`src/rtl/ckpt_settings.svh`:
```
`ifndef CKPT_SETTINGS_SVH
`define CKPT_SETTINGS_SVH

// Scan target geometry, in 64-bit words
`define CKPT_FF_COUNT       4
`define CKPT_MEM_COUNT      8
`define CKPT_WORD_W         64

// Buffer must hold FF_COUNT plus MEM_COUNT words
`define CKPT_BUF_DEPTH      16
`define CKPT_BUF_AW         ($clog2(`CKPT_BUF_DEPTH))

`define CKPT_CTRL_AW        6
`define CKPT_REG_DMA_CTRL   6'd0
`define CKPT_REG_BUF_ADDR   6'd1
`define CKPT_REG_BUF_LO     6'd2
`define CKPT_REG_BUF_HI     6'd3

`endif
```
`src/rtl/ckpt_pkg.sv`:
```
`include "ckpt_settings.svh"

package ckpt_pkg;

    typedef logic [`CKPT_WORD_W-1:0] scan_word_t;

    // One host register write
    typedef struct packed {
        logic                     en;
        logic [`CKPT_CTRL_AW-1:0] addr;
        logic [31:0]              data;
    } ctrl_wr_t;

    // Host side of the checkpoint buffer, the address also selects the read word
    typedef struct packed {
        logic                    we;
        logic [`CKPT_BUF_AW-1:0] addr;
        scan_word_t              wdata;
    } buf_host_t;

    typedef struct packed {
        logic       valid;
        scan_word_t data;
    } scan_beat_t;

    typedef enum logic [3:0] {
        ST_IDLE,
        ST_ADDR,
        ST_COUNT,
        ST_FF_RESET,
        ST_FF_SCAN,
        ST_RAM_RESET,
        ST_RAM_PREP1,
        ST_RAM_PREP2,
        ST_RAM_SCAN
    } scan_state_e;

endpackage

```
`src/rtl/ckpt_top.sv`:
```
`timescale 1ns/1ps
`include "ckpt_settings.svh"

module ckpt_top (
    input  logic                     host_clk,
    input  logic                     host_rst,
    input  ckpt_pkg::ctrl_wr_t       ctrl_wr,
    input  logic                     ctrl_ren,
    input  logic [`CKPT_CTRL_AW-1:0] ctrl_raddr,
    output logic [31:0]              ctrl_rdata,
    input  logic                     step
);

    logic                    running;
    ckpt_pkg::buf_host_t     buf_host;
    ckpt_pkg::scan_word_t    host_rdata;
    logic                    dma_start;
    logic                    dma_dir;
    logic                    dma_idle;
    ckpt_pkg::scan_beat_t    rd_beat;
    logic                    rd_ready;
    ckpt_pkg::scan_beat_t    wr_beat;
    logic                    wr_ready;
    logic                    buf_we;
    logic [`CKPT_BUF_AW-1:0] buf_addr;
    ckpt_pkg::scan_word_t    buf_wdata;
    ckpt_pkg::scan_word_t    buf_rdata;
    logic                    ff_se;
    ckpt_pkg::scan_word_t    ff_di;
    ckpt_pkg::scan_word_t    ff_do;
    logic                    ram_sr;
    logic                    ram_se;
    logic                    ram_sd;
    ckpt_pkg::scan_word_t    ram_di;
    ckpt_pkg::scan_word_t    ram_do;
    logic                    target_step;

    // The design must not advance while its state is being captured or restored
    assign target_step = step && !running;

    scan_chain_ctrl u_ctrl (
        .host_clk  (host_clk),   .host_rst  (host_rst),
        .ctrl_wr   (ctrl_wr),    .ctrl_ren  (ctrl_ren),
        .ctrl_raddr(ctrl_raddr), .ctrl_rdata(ctrl_rdata),
        .running   (running),    .buf_host  (buf_host),
        .host_rdata(host_rdata), .dma_start (dma_start),
        .dma_dir   (dma_dir),    .dma_idle  (dma_idle),
        .rd_beat   (rd_beat),    .rd_ready  (rd_ready),
        .wr_beat   (wr_beat),    .wr_ready  (wr_ready),
        .ff_se     (ff_se),      .ff_di     (ff_di),
        .ff_do     (ff_do),      .ram_sr    (ram_sr),
        .ram_se    (ram_se),     .ram_sd    (ram_sd),
        .ram_di    (ram_di),     .ram_do    (ram_do)
    );

    ckpt_dma u_dma (
        .host_clk (host_clk), .host_rst (host_rst),
        .start    (dma_start), .dir     (dma_dir),
        .idle     (dma_idle), .rd_beat  (rd_beat),
        .rd_ready (rd_ready), .wr_beat  (wr_beat),
        .wr_ready (wr_ready), .buf_we   (buf_we),
        .buf_addr (buf_addr), .buf_wdata(buf_wdata),
        .buf_rdata(buf_rdata)
    );

    ckpt_buffer u_buffer (
        .host_clk (host_clk),  .dma_we    (buf_we),
        .dma_addr (buf_addr),  .dma_wdata (buf_wdata),
        .dma_rdata(buf_rdata), .host      (buf_host),
        .host_rdata(host_rdata)
    );

    scan_target u_target (
        .host_clk(host_clk), .host_rst(host_rst), .step(target_step),
        .ff_se   (ff_se),    .ff_di   (ff_di),    .ff_do(ff_do),
        .ram_sr  (ram_sr),   .ram_se  (ram_se),   .ram_sd(ram_sd),
        .ram_di  (ram_di),   .ram_do  (ram_do)
    );

endmodule

```
`src/rtl/scan_chain_ctrl.sv`:
```
`timescale 1ns/1ps
`include "ckpt_settings.svh"

module scan_chain_ctrl (
    input  logic                     host_clk,
    input  logic                     host_rst,
    input  ckpt_pkg::ctrl_wr_t       ctrl_wr,
    input  logic                     ctrl_ren,
    input  logic [`CKPT_CTRL_AW-1:0] ctrl_raddr,
    output logic [31:0]              ctrl_rdata,
    output logic                     running,
    output ckpt_pkg::buf_host_t      buf_host,
    input  ckpt_pkg::scan_word_t     host_rdata,
    output logic                     dma_start,
    output logic                     dma_dir,
    input  logic                     dma_idle,
    input  ckpt_pkg::scan_beat_t     rd_beat,
    output logic                     rd_ready,
    output ckpt_pkg::scan_beat_t     wr_beat,
    input  logic                     wr_ready,
    output logic                     ff_se,
    output ckpt_pkg::scan_word_t     ff_di,
    input  ckpt_pkg::scan_word_t     ff_do,
    output logic                     ram_sr,
    output logic                     ram_se,
    output logic                     ram_sd,
    output ckpt_pkg::scan_word_t     ram_di,
    input  ckpt_pkg::scan_word_t     ram_do
);

    localparam int FF_CW  = $clog2(`CKPT_FF_COUNT + 1);
    localparam int RAM_CW = $clog2(`CKPT_MEM_COUNT + 1);

    ckpt_pkg::scan_state_e   state;
    ckpt_pkg::scan_state_e   state_next;
    logic                    direction;
    logic [`CKPT_BUF_AW-1:0] buf_addr_q;
    logic [31:0]             lo_stage;
    logic [FF_CW-1:0]        ff_cnt;
    logic [RAM_CW-1:0]       ram_cnt;
    logic                    scan_ok;
    logic                    ff_last;
    logic                    ram_last;
    logic                    seq_done;
    logic                    host_hi_wr;

    // The stream side that can stall the scan depends on the direction
    assign scan_ok  = direction ? rd_beat.valid : wr_ready;
    assign ff_last  = (state == ckpt_pkg::ST_FF_SCAN) && (ff_cnt == FF_CW'(`CKPT_FF_COUNT - 1));
    assign ram_last = (state == ckpt_pkg::ST_RAM_SCAN) && (ram_cnt == RAM_CW'(`CKPT_MEM_COUNT - 1));
    assign seq_done = ram_last && scan_ok;

    // Buffer writes from the host are only allowed while the sequencer is idle
    assign host_hi_wr = ctrl_wr.en && (ctrl_wr.addr == `CKPT_REG_BUF_HI) && !running;

    always_ff @(posedge host_clk) begin
        if (host_rst) begin
            running    <= 1'b0;
            direction  <= 1'b0;
            buf_addr_q <= '0;
            lo_stage   <= '0;
        end else begin
            if (seq_done) begin
                running <= 1'b0;
            end
            if (ctrl_wr.en && ctrl_wr.addr == `CKPT_REG_DMA_CTRL && !running) begin
                running   <= ctrl_wr.data[0];
                direction <= ctrl_wr.data[1];
            end
            if (ctrl_wr.en && ctrl_wr.addr == `CKPT_REG_BUF_ADDR) begin
                buf_addr_q <= ctrl_wr.data[`CKPT_BUF_AW-1:0];
            end
            if (ctrl_wr.en && ctrl_wr.addr == `CKPT_REG_BUF_LO) begin
                lo_stage <= ctrl_wr.data;
            end
            if (host_hi_wr) begin
                buf_addr_q <= buf_addr_q + 1'b1;
            end
        end
    end

    always_comb begin
        buf_host.we    = host_hi_wr;
        buf_host.addr  = buf_addr_q;
        buf_host.wdata = {ctrl_wr.data, lo_stage};
    end

    always_comb begin
        ctrl_rdata = '0;
        if (ctrl_ren) begin
            case (ctrl_raddr)
                `CKPT_REG_DMA_CTRL: ctrl_rdata = {30'd0, direction, running};
                `CKPT_REG_BUF_ADDR: ctrl_rdata = 32'(buf_addr_q);
                `CKPT_REG_BUF_LO:   ctrl_rdata = host_rdata[31:0];
                `CKPT_REG_BUF_HI:   ctrl_rdata = host_rdata[63:32];
                default:            ctrl_rdata = '0;
            endcase
        end
    end

    always_ff @(posedge host_clk) begin
        if (host_rst) begin
            state <= ckpt_pkg::ST_IDLE;
        end else begin
            state <= state_next;
        end
    end

    always_comb begin
        state_next = state;
        case (state)
            ckpt_pkg::ST_IDLE:      if (running) state_next = ckpt_pkg::ST_ADDR;
            ckpt_pkg::ST_ADDR:      state_next = ckpt_pkg::ST_COUNT;
            // The DMA leaves idle once it has taken the start and word count
            ckpt_pkg::ST_COUNT:     if (!dma_idle) state_next = ckpt_pkg::ST_FF_RESET;
            ckpt_pkg::ST_FF_RESET:  state_next = ckpt_pkg::ST_FF_SCAN;
            ckpt_pkg::ST_FF_SCAN:   if (ff_last && scan_ok) state_next = ckpt_pkg::ST_RAM_RESET;
            ckpt_pkg::ST_RAM_RESET: state_next = direction ? ckpt_pkg::ST_RAM_SCAN
                                                           : ckpt_pkg::ST_RAM_PREP1;
            ckpt_pkg::ST_RAM_PREP1: if (scan_ok) state_next = ckpt_pkg::ST_RAM_PREP2;
            ckpt_pkg::ST_RAM_PREP2: if (scan_ok) state_next = ckpt_pkg::ST_RAM_SCAN;
            ckpt_pkg::ST_RAM_SCAN:  if (seq_done) state_next = ckpt_pkg::ST_IDLE;
            default:                state_next = ckpt_pkg::ST_IDLE;
        endcase
    end

    // Word counters advance only on cycles where a word actually moves
    always_ff @(posedge host_clk) begin
        if (host_rst || state == ckpt_pkg::ST_FF_RESET) begin
            ff_cnt <= '0;
        end else if (ff_se) begin
            ff_cnt <= ff_cnt + 1'b1;
        end
    end

    always_ff @(posedge host_clk) begin
        if (host_rst || state == ckpt_pkg::ST_RAM_RESET) begin
            ram_cnt <= '0;
        end else if (state == ckpt_pkg::ST_RAM_SCAN && scan_ok) begin
            ram_cnt <= ram_cnt + 1'b1;
        end
    end

    assign dma_start = (state == ckpt_pkg::ST_ADDR);
    assign dma_dir   = direction;

    assign ff_se  = scan_ok && (state == ckpt_pkg::ST_FF_SCAN);
    // On scan-out the chain output is fed back so the design state survives
    assign ff_di  = direction ? rd_beat.data : ff_do;

    assign ram_sr = (state == ckpt_pkg::ST_RAM_RESET);
    assign ram_se = scan_ok && (state == ckpt_pkg::ST_RAM_PREP1 ||
                                state == ckpt_pkg::ST_RAM_PREP2 ||
                                state == ckpt_pkg::ST_RAM_SCAN);
    assign ram_sd = direction;
    assign ram_di = rd_beat.data;

    assign rd_ready = direction && (state == ckpt_pkg::ST_FF_SCAN ||
                                    state == ckpt_pkg::ST_RAM_SCAN);

    always_comb begin
        wr_beat.valid = !direction && (state == ckpt_pkg::ST_FF_SCAN ||
                                       state == ckpt_pkg::ST_RAM_SCAN);
        wr_beat.data  = (state == ckpt_pkg::ST_RAM_SCAN) ? ram_do : ff_do;
    end

endmodule

```
`src/rtl/scan_target.sv`:
```
`timescale 1ns/1ps
`include "ckpt_settings.svh"

module scan_target (
    input  logic                 host_clk,
    input  logic                 host_rst,
    input  logic                 step,
    input  logic                 ff_se,
    input  ckpt_pkg::scan_word_t ff_di,
    output ckpt_pkg::scan_word_t ff_do,
    input  logic                 ram_sr,
    input  logic                 ram_se,
    input  logic                 ram_sd,
    input  ckpt_pkg::scan_word_t ram_di,
    output ckpt_pkg::scan_word_t ram_do
);

    localparam int FF_N  = `CKPT_FF_COUNT;
    localparam int MEM_N = `CKPT_MEM_COUNT;
    localparam int MEM_AW = $clog2(MEM_N);

    ckpt_pkg::scan_word_t ff_q [FF_N];
    ckpt_pkg::scan_word_t mem  [MEM_N];
    ckpt_pkg::scan_word_t rd_stage1;
    ckpt_pkg::scan_word_t rd_stage2;
    logic [MEM_AW:0]      ptr;

    // Word 0 takes the scan input and the last word drives the scan output
    always_ff @(posedge host_clk) begin
        if (host_rst) begin
            for (int i = 0; i < FF_N; i++) begin
                ff_q[i] <= '0;
            end
        end else if (ff_se) begin
            ff_q[0] <= ff_di;
            for (int i = 1; i < FF_N; i++) begin
                ff_q[i] <= ff_q[i-1];
            end
        end else if (step) begin
            for (int i = 0; i < FF_N; i++) begin
                ff_q[i] <= ff_q[i] + 1'b1;
            end
        end
    end

    assign ff_do = ff_q[FF_N-1];

    // The pointer runs two words past the end on scan-out while the pipeline drains
    always_ff @(posedge host_clk) begin
        if (host_rst || ram_sr) begin
            ptr <= '0;
        end else if (ram_se) begin
            ptr <= ptr + 1'b1;
        end
    end

    always_ff @(posedge host_clk) begin
        if (ram_se && ram_sd) begin
            mem[ptr[MEM_AW-1:0]] <= ram_di;
        end
    end

    // Read path of the RAM model has two register stages
    always_ff @(posedge host_clk) begin
        if (ram_se && !ram_sd) begin
            rd_stage1 <= mem[ptr[MEM_AW-1:0]];
            rd_stage2 <= rd_stage1;
        end
    end

    assign ram_do = rd_stage2;

endmodule

```
`src/rtl/ckpt_dma.sv`:
```
`timescale 1ns/1ps
`include "ckpt_settings.svh"

module ckpt_dma (
    input  logic                     host_clk,
    input  logic                     host_rst,
    input  logic                     start,
    input  logic                     dir,
    output logic                     idle,
    output ckpt_pkg::scan_beat_t     rd_beat,
    input  logic                     rd_ready,
    input  ckpt_pkg::scan_beat_t     wr_beat,
    output logic                     wr_ready,
    output logic                     buf_we,
    output logic [`CKPT_BUF_AW-1:0]  buf_addr,
    output ckpt_pkg::scan_word_t     buf_wdata,
    input  ckpt_pkg::scan_word_t     buf_rdata
);

    localparam int WORDS = `CKPT_FF_COUNT + `CKPT_MEM_COUNT;
    localparam int CNT_W = $clog2(WORDS + 1);

    logic                    busy;
    logic                    rd_valid;
    logic [`CKPT_BUF_AW-1:0] addr;
    logic [CNT_W-1:0]        remain;
    logic                    rd_fire;
    logic                    wr_fire;
    logic                    beat;
    logic                    last;

    assign rd_fire = rd_valid && rd_ready;
    assign wr_fire = wr_beat.valid && wr_ready;
    assign beat    = rd_fire || wr_fire;
    assign last    = (remain == CNT_W'(1));

    always_ff @(posedge host_clk) begin
        if (host_rst) begin
            busy     <= 1'b0;
            rd_valid <= 1'b0;
            addr     <= '0;
            remain   <= '0;
        end else if (start) begin
            busy     <= 1'b1;
            rd_valid <= 1'b0;
            addr     <= '0;
            remain   <= CNT_W'(WORDS);
        end else if (busy) begin
            if (beat) begin
                addr   <= addr + 1'b1;
                remain <= remain - 1'b1;
            end
            if (beat && last) begin
                busy     <= 1'b0;
                rd_valid <= 1'b0;
            end else if (dir) begin
                rd_valid <= 1'b1;
            end
        end
    end

    // Reading one word ahead keeps the next beat ready as soon as one is taken
    assign buf_addr  = rd_fire ? addr + 1'b1 : addr;
    assign buf_we    = wr_fire;
    assign buf_wdata = wr_beat.data;

    always_comb begin
        rd_beat.valid = rd_valid;
        rd_beat.data  = buf_rdata;
    end

    assign wr_ready = busy && !dir;
    assign idle     = !busy;

endmodule

```
`src/rtl/ckpt_buffer.sv`:
```
`timescale 1ns/1ps
`include "ckpt_settings.svh"

module ckpt_buffer (
    input  logic                    host_clk,
    input  logic                    dma_we,
    input  logic [`CKPT_BUF_AW-1:0] dma_addr,
    input  ckpt_pkg::scan_word_t    dma_wdata,
    output ckpt_pkg::scan_word_t    dma_rdata,
    input  ckpt_pkg::buf_host_t     host,
    output ckpt_pkg::scan_word_t    host_rdata
);

    ckpt_pkg::scan_word_t mem [`CKPT_BUF_DEPTH];

    // Host writes only occur while the DMA is idle, so the two ports never collide
    always_ff @(posedge host_clk) begin
        if (dma_we) begin
            mem[dma_addr] <= dma_wdata;
        end
        if (host.we) begin
            mem[host.addr] <= host.wdata;
        end
    end

    always_ff @(posedge host_clk) begin
        dma_rdata <= mem[dma_addr];
    end

    // The register window needs the word in the same cycle as the read
    assign host_rdata = mem[host.addr];

endmodule

```
`config.mk`:
```
export PLATFORM = sky130hd
export DESIGN_NAME = ckpt_top
export DESIGN_NICKNAME = d
export VERILOG_FILES = /design/src/rtl/ckpt_pkg.sv /design/src/rtl/ckpt_top.sv /design/src/rtl/scan_chain_ctrl.sv /design/src/rtl/scan_target.sv /design/src/rtl/ckpt_dma.sv /design/src/rtl/ckpt_buffer.sv
export VERILOG_INCLUDE_DIRS = /design/src /design/src/rtl
export SDC_FILE = /design/constraint.sdc
export NUM_CORES = 2
export LEC_CHECK = 0
export ABC_AREA = 1
export ABC_CLOCK_PERIOD_IN_PS = 8000
export BUFFER_PORTS_ARGS = -buffer_cell sky130_fd_sc_hd__buf_4
export CELL_PAD_IN_SITES_DETAIL_PLACEMENT = 2
export CELL_PAD_IN_SITES_GLOBAL_PLACEMENT = 2
export CORE_ASPECT_RATIO = 2
export CORE_MARGIN = 3
export CORE_UTILIZATION = 30
export DETAILED_ROUTE_END_ITERATION = 12
export GPL_ROUTABILITY_DRIVEN = 0
export PLACE_DENSITY_LB_ADDON = 0.15
export SLEW_MARGIN = 15
export SYNTH_ARGS = -nofsm -noshare
export SYNTH_HDL_FRONTEND = slang
export SYNTH_SLANG_ARGS = --single-unit
```
`constraint.sdc`:
```
create_clock -name host_clk -period 8 [get_ports host_clk]
set_clock_uncertainty 0.15 [all_clocks]
set_input_delay 1.6 -clock host_clk [delete_from_list [all_inputs] [get_ports host_clk]]
set_output_delay 1.6 -clock host_clk [all_outputs]
set_load 0.005 [all_outputs]
```
==> qor.csv <==
stage,metric,value,unit
outcome,outcome,completed,
global_route,grt_pass1_wl,879000,um
sta,max-slew-margin-rel,0.109,
setup_path,critPathBufInv,3,
power_and_ir_drop,cellLeakagePower,45.4,nW
clocking,cts_tree,yes,
min_path,hold_depth,0,
setup_path,crit_chain,inv_8 -> buf_4 -> o21ai_0 -> o221ai_1 -> nand3_1 -> nand2_1 -> nand2_1 -> a21oi_1 -> buf_4,
power_and_ir_drop,p_comb_frac,0.128,
placed_design,io_buffers,80,
setup_path,critPathRequiredTime,6250,ps
synthesis,ys_types,51,
setup_path,r2r_setup_slack,2610,ps
setup_path,startpoint_type,flop,
setup_path,worstReg2RegStart,u_ctrl.state[0],
final_layout,multi_input_area,0.0434,mm^2
sta,setup_violations,0,
synthesis,synth_edf_count,1920,
min_path,hp-class,reg2reg,
route,post_drt_wl_per_cell,36.2,um
global_route,grt_pass1_vias,111000,
power_and_ir_drop,power.switching,0.00767,W
power_and_ir_drop,p_clk_frac,0.403,
floorplan,rows,313,
min_path,hp-start,u_target.rd_stage1[25],
sta,slew_viol_final,0,
sta,hold_viol_final,0,
synthesis,synthesis.nets,13100,
route,routed_wl,638000,um
floorplan,ios,81,
min_path,min_to,u_target.ram_do[25],
power_and_ir_drop,cellPowerDensity,219,mW/mm^2
final_layout,drive_above_1_share,0.0646,
synthesis,netlist_area,0.110,mm^2
placed_design,hpwlAfterDp,409000,um
final_layout,finalCoreUtilization,0.338,
final_layout,final_nets,12700,
power_and_ir_drop,p_sw_frac,0.285,
clocking,insertion_delay,960,ps
route,avgViaCountPerCell,5.94,
floorplan,die-width,433,um
route,first_iter_violations,8107,
power_and_ir_drop,peakVddDrop,0.000174,V
global_route,grt_max_degree,141,
setup_path,crit_arrival,4770,ps
global_route,met2_usage,0.581,
global_route,grt.busiest_layer,met2,
floorplan,initial_core_util,0.302,
sta,period_minus_slack,6520,ps
setup_path,crit_path_end_kind,output port,
route,drtAntennaViolNets,0,
sta,period_share,0.815,
clocking,postCtsSetupRepairBufs,0,
sta,rsz0062_at_grt,no,
clocking,cts-resized-gates,0,
final_layout,seq_area,0.0603,mm^2
final_layout,area.growth.synth_to_final,11.9,%
setup_path,critical_path_depth,9,
route,detail_route.first_pass.iterations,6,
clocking,clockRootBuffer,clkbuf_16,
global_route,met3_usage,0.0717,
sta,tightest_slew,1330,ps
setup_path,critPathSlowestCell,nand2_1,
power_and_ir_drop,p_total,0.0269,W
synthesis,synth.ff_latch_count,2050,
clocking,h-tree-depth,4,
setup_path,critical_path_class,reg2out,
clocking,clk_path_buf_depth,4,
global_route,gr-total-overflow,0,
sta,tns,0,ps
final_layout,postLayoutCellArea,0.123,mm^2
sta,fmax,153,MHz
global_route,antenna_found_initial,99,
global_route,use_met1,0.343,
synthesis,ys_warn_count,0,
clocking,cts_made_buffers,209,
run,maxCapViolCount,0,
setup_path,reg2reg_to,u_buffer.mem[3][37],
global_route,grt_usage,0.336,
setup_path,max_stage_delay,730,ps
floorplan,die-height,861,um
floorplan,coreArea,0.363,mm^2
route,num_vias,105000,
placed_design,place_inst,17100,
synthesis,syn-instance-count,13100,
clocking,clock-sinks,2050,
setup_path,worstRegToRegCells,8,
synthesis,ys_seq_area_frac,0.550,
synthesis,synth_ff_type,edfxtp_1,
synthesis,syn-mean-instance-area,8.40,um^2
final_layout,fillers,40800,
power_and_ir_drop,p_int,0.0192,W
clocking,ctsHoldBuffers,0,
final_layout,instances_no_fill,17600,
floorplan,die-area,0.373,mm^2
setup_path,critical_path.max_fanout,72,
clocking,clk_pin_slew_worst_paths,70,ps
power_and_ir_drop,p_seq_frac,0.469,
setup_path,cp_top_family,buffers and inverters,
synthesis,postSynth.asyncResetShare,0,
route,drc_errors,0,
placed_design,placedInstanceArea,0.115,mm^2
## power by group through the flow
stage | Combinational, W | Sequential [W] | Clock [W]
floorplan | 0.00186 | 0.0127 | 0
global placement | 0.00320 | 0.0128 | 0
detailed placement | 0.00335 | 0.0128 | 0
CTS | 0.00336 | 0.0126 | 0.0110
global route | 0.00378 | 0.0126 | 0.0113
finish | 0.00344 | 0.0126 | 0.0108
## cell usage after synthesis, types with 3 or more instances
master / n / area share
nor3_1: 139 / 0.0063
o21ai_0: 1882 / 0.086
nand4_1: 114 / 0.0065
xnor2_1: 10 / 0.00080
o22ai_1: 50 / 0.0029
inv_2: 51 / 0.0017
nand2_1: 4241 / 0.15
o221ai_1: 168 / 0.013
clkbuf_1: 637 / 0.022
nand3_1: 1064 / 0.049
nor3b_1: 3 / 0.00021
a22oi_1: 101 / 0.0069
ha_1: 15 / 0.0017
and2_1: 4 / 0.00023
o21ai_1: 72 / 0.0033
a22o_1: 23 / 0.0018
dfxtp_1: 130 / 0.024
nor4_1: 10 / 0.00057
clkinv_1: 21 / 0.00072
and3_1: 3 / 0.00017
xor2_1: 136 / 0.011
buf_4: 9 / 0.00062
a21oi_1: 135 / 0.0062
o211ai_1: 98 / 0.0067
a31oi_1: 3 / 0.00017
buf_1: 62 / 0.0021
o31ai_1: 3 / 0.00021
or2_2: 7 / 0.00040
inv_1: 589 / 0.020
edfxtp_1: 1920 / 0.53
nor2_2: 4 / 0.00023
buf_2: 287 / 0.013
nand3b_1: 8 / 0.00055
o21bai_1: 3 / 0.00021
nor2_1: 972 / 0.033
o2bb2ai_1: 10 / 0.00080
nand2_2: 3 / 0.00017
a221oi_1: 53 / 0.0042
## worst register-to-register path: stages (launching register included)
cell,delay (ps)
dfxtp_1,340
nor2_1,250
nand2_1,210
nand2_2,270
nand3_4,580
nand2_8,940
nand2_1,630
o21ai_4,1030
buf_12,480
## worst max path at each step
stage,to,slack [ps]
6_report,ctrl_rdata[21],1480
3_3_place_gp,u_buffer.mem[0][11],2100
2_1_floorplan,u_target.mem[0][0],-170
5_1_grt,ctrl_rdata[19],1500
3_5_place_dp,u_buffer.mem[0][21],2090
4_1_cts,ctrl_rdata[21],1570
## layer usage
layer  wire [um]  vias up
li1            -    43800
met1      219000    55000
met2      318000     3889
met3       38100     1815
met4       62500       58
met5         390        -
## state kept, by name (all words and copies together) (netlist names), named ones only
name / count
u_dma.addr: 4
u_ctrl.ff_cnt: 3
u_ctrl.state: 4
u_target.mem: 512
u_ctrl.lo_stage: 32
u_target.rd_stage1: 64
u_dma.busy: 1
u_target.ptr: 3
u_dma.remain: 4
u_buffer.dma_rdata: 64
u_ctrl.running: 1
u_target.ff_q: 256
u_ctrl.buf_addr_q: 4
u_ctrl.dma_dir: 1
u_target.ram_do: 64
u_ctrl.ram_cnt: 4
u_buffer.mem: 1024
u_dma.rd_valid: 1
## cells in the final DEF (no fill, tap or decap), types with 51 or more instances in the layout
master     instances
nand2_1         4224
edfxtp_1        1920
o21ai_0         1858
nand3_1         1058
nor2_1           957
inv_1            584
buf_4            283
clkbuf_16        211
o221ai_1         168
xor2_1           136
a21oi_1          135
nor3_1           134
dfxtp_1          125
nand4_1          114
a22oi_1          101
o211ai_1          98
diode_2           92
o21ai_1           59
a221oi_1          53
buf_12            51
## final cells by class
cell class | instances | area share
Antenna cell | 92 | 0.00188
Clock buffer | 285 | 0.0473
Clock inverter | 98 | 0.0109
Inverter | 661 | 0.0207
Multi-Input combinational cell | 9351 | 0.354
Sequential cell | 2050 | 0.491
Tap cell | 4725 | 0.0482
Timing Repair Buffer | 336 | 0.0259
## through the flow
step / hold slack, ps / worst slack [ps]
finish: 257 / 1480
global route: 234 / 1500
CTS: 223 / 1570
detailed placement: 256 / 2090
global placement: 251 / 2100
floorplan: 250 / -167
## cell families (layout without fill, tap and decap cells)
kind of cell,Yosys count,in the layout,share of synthesized area
simple gates,6581,6581,0.243
compound gates,2609,2609,0.133
flops,2050,2050,0.550
buf+inv,1656,1380,0.0603
xor+xnor,146,146,0.0117
fa+ha+maj,15,15,0.00171
other cells,0,92,0
Power figures use the tool's default switching activity.
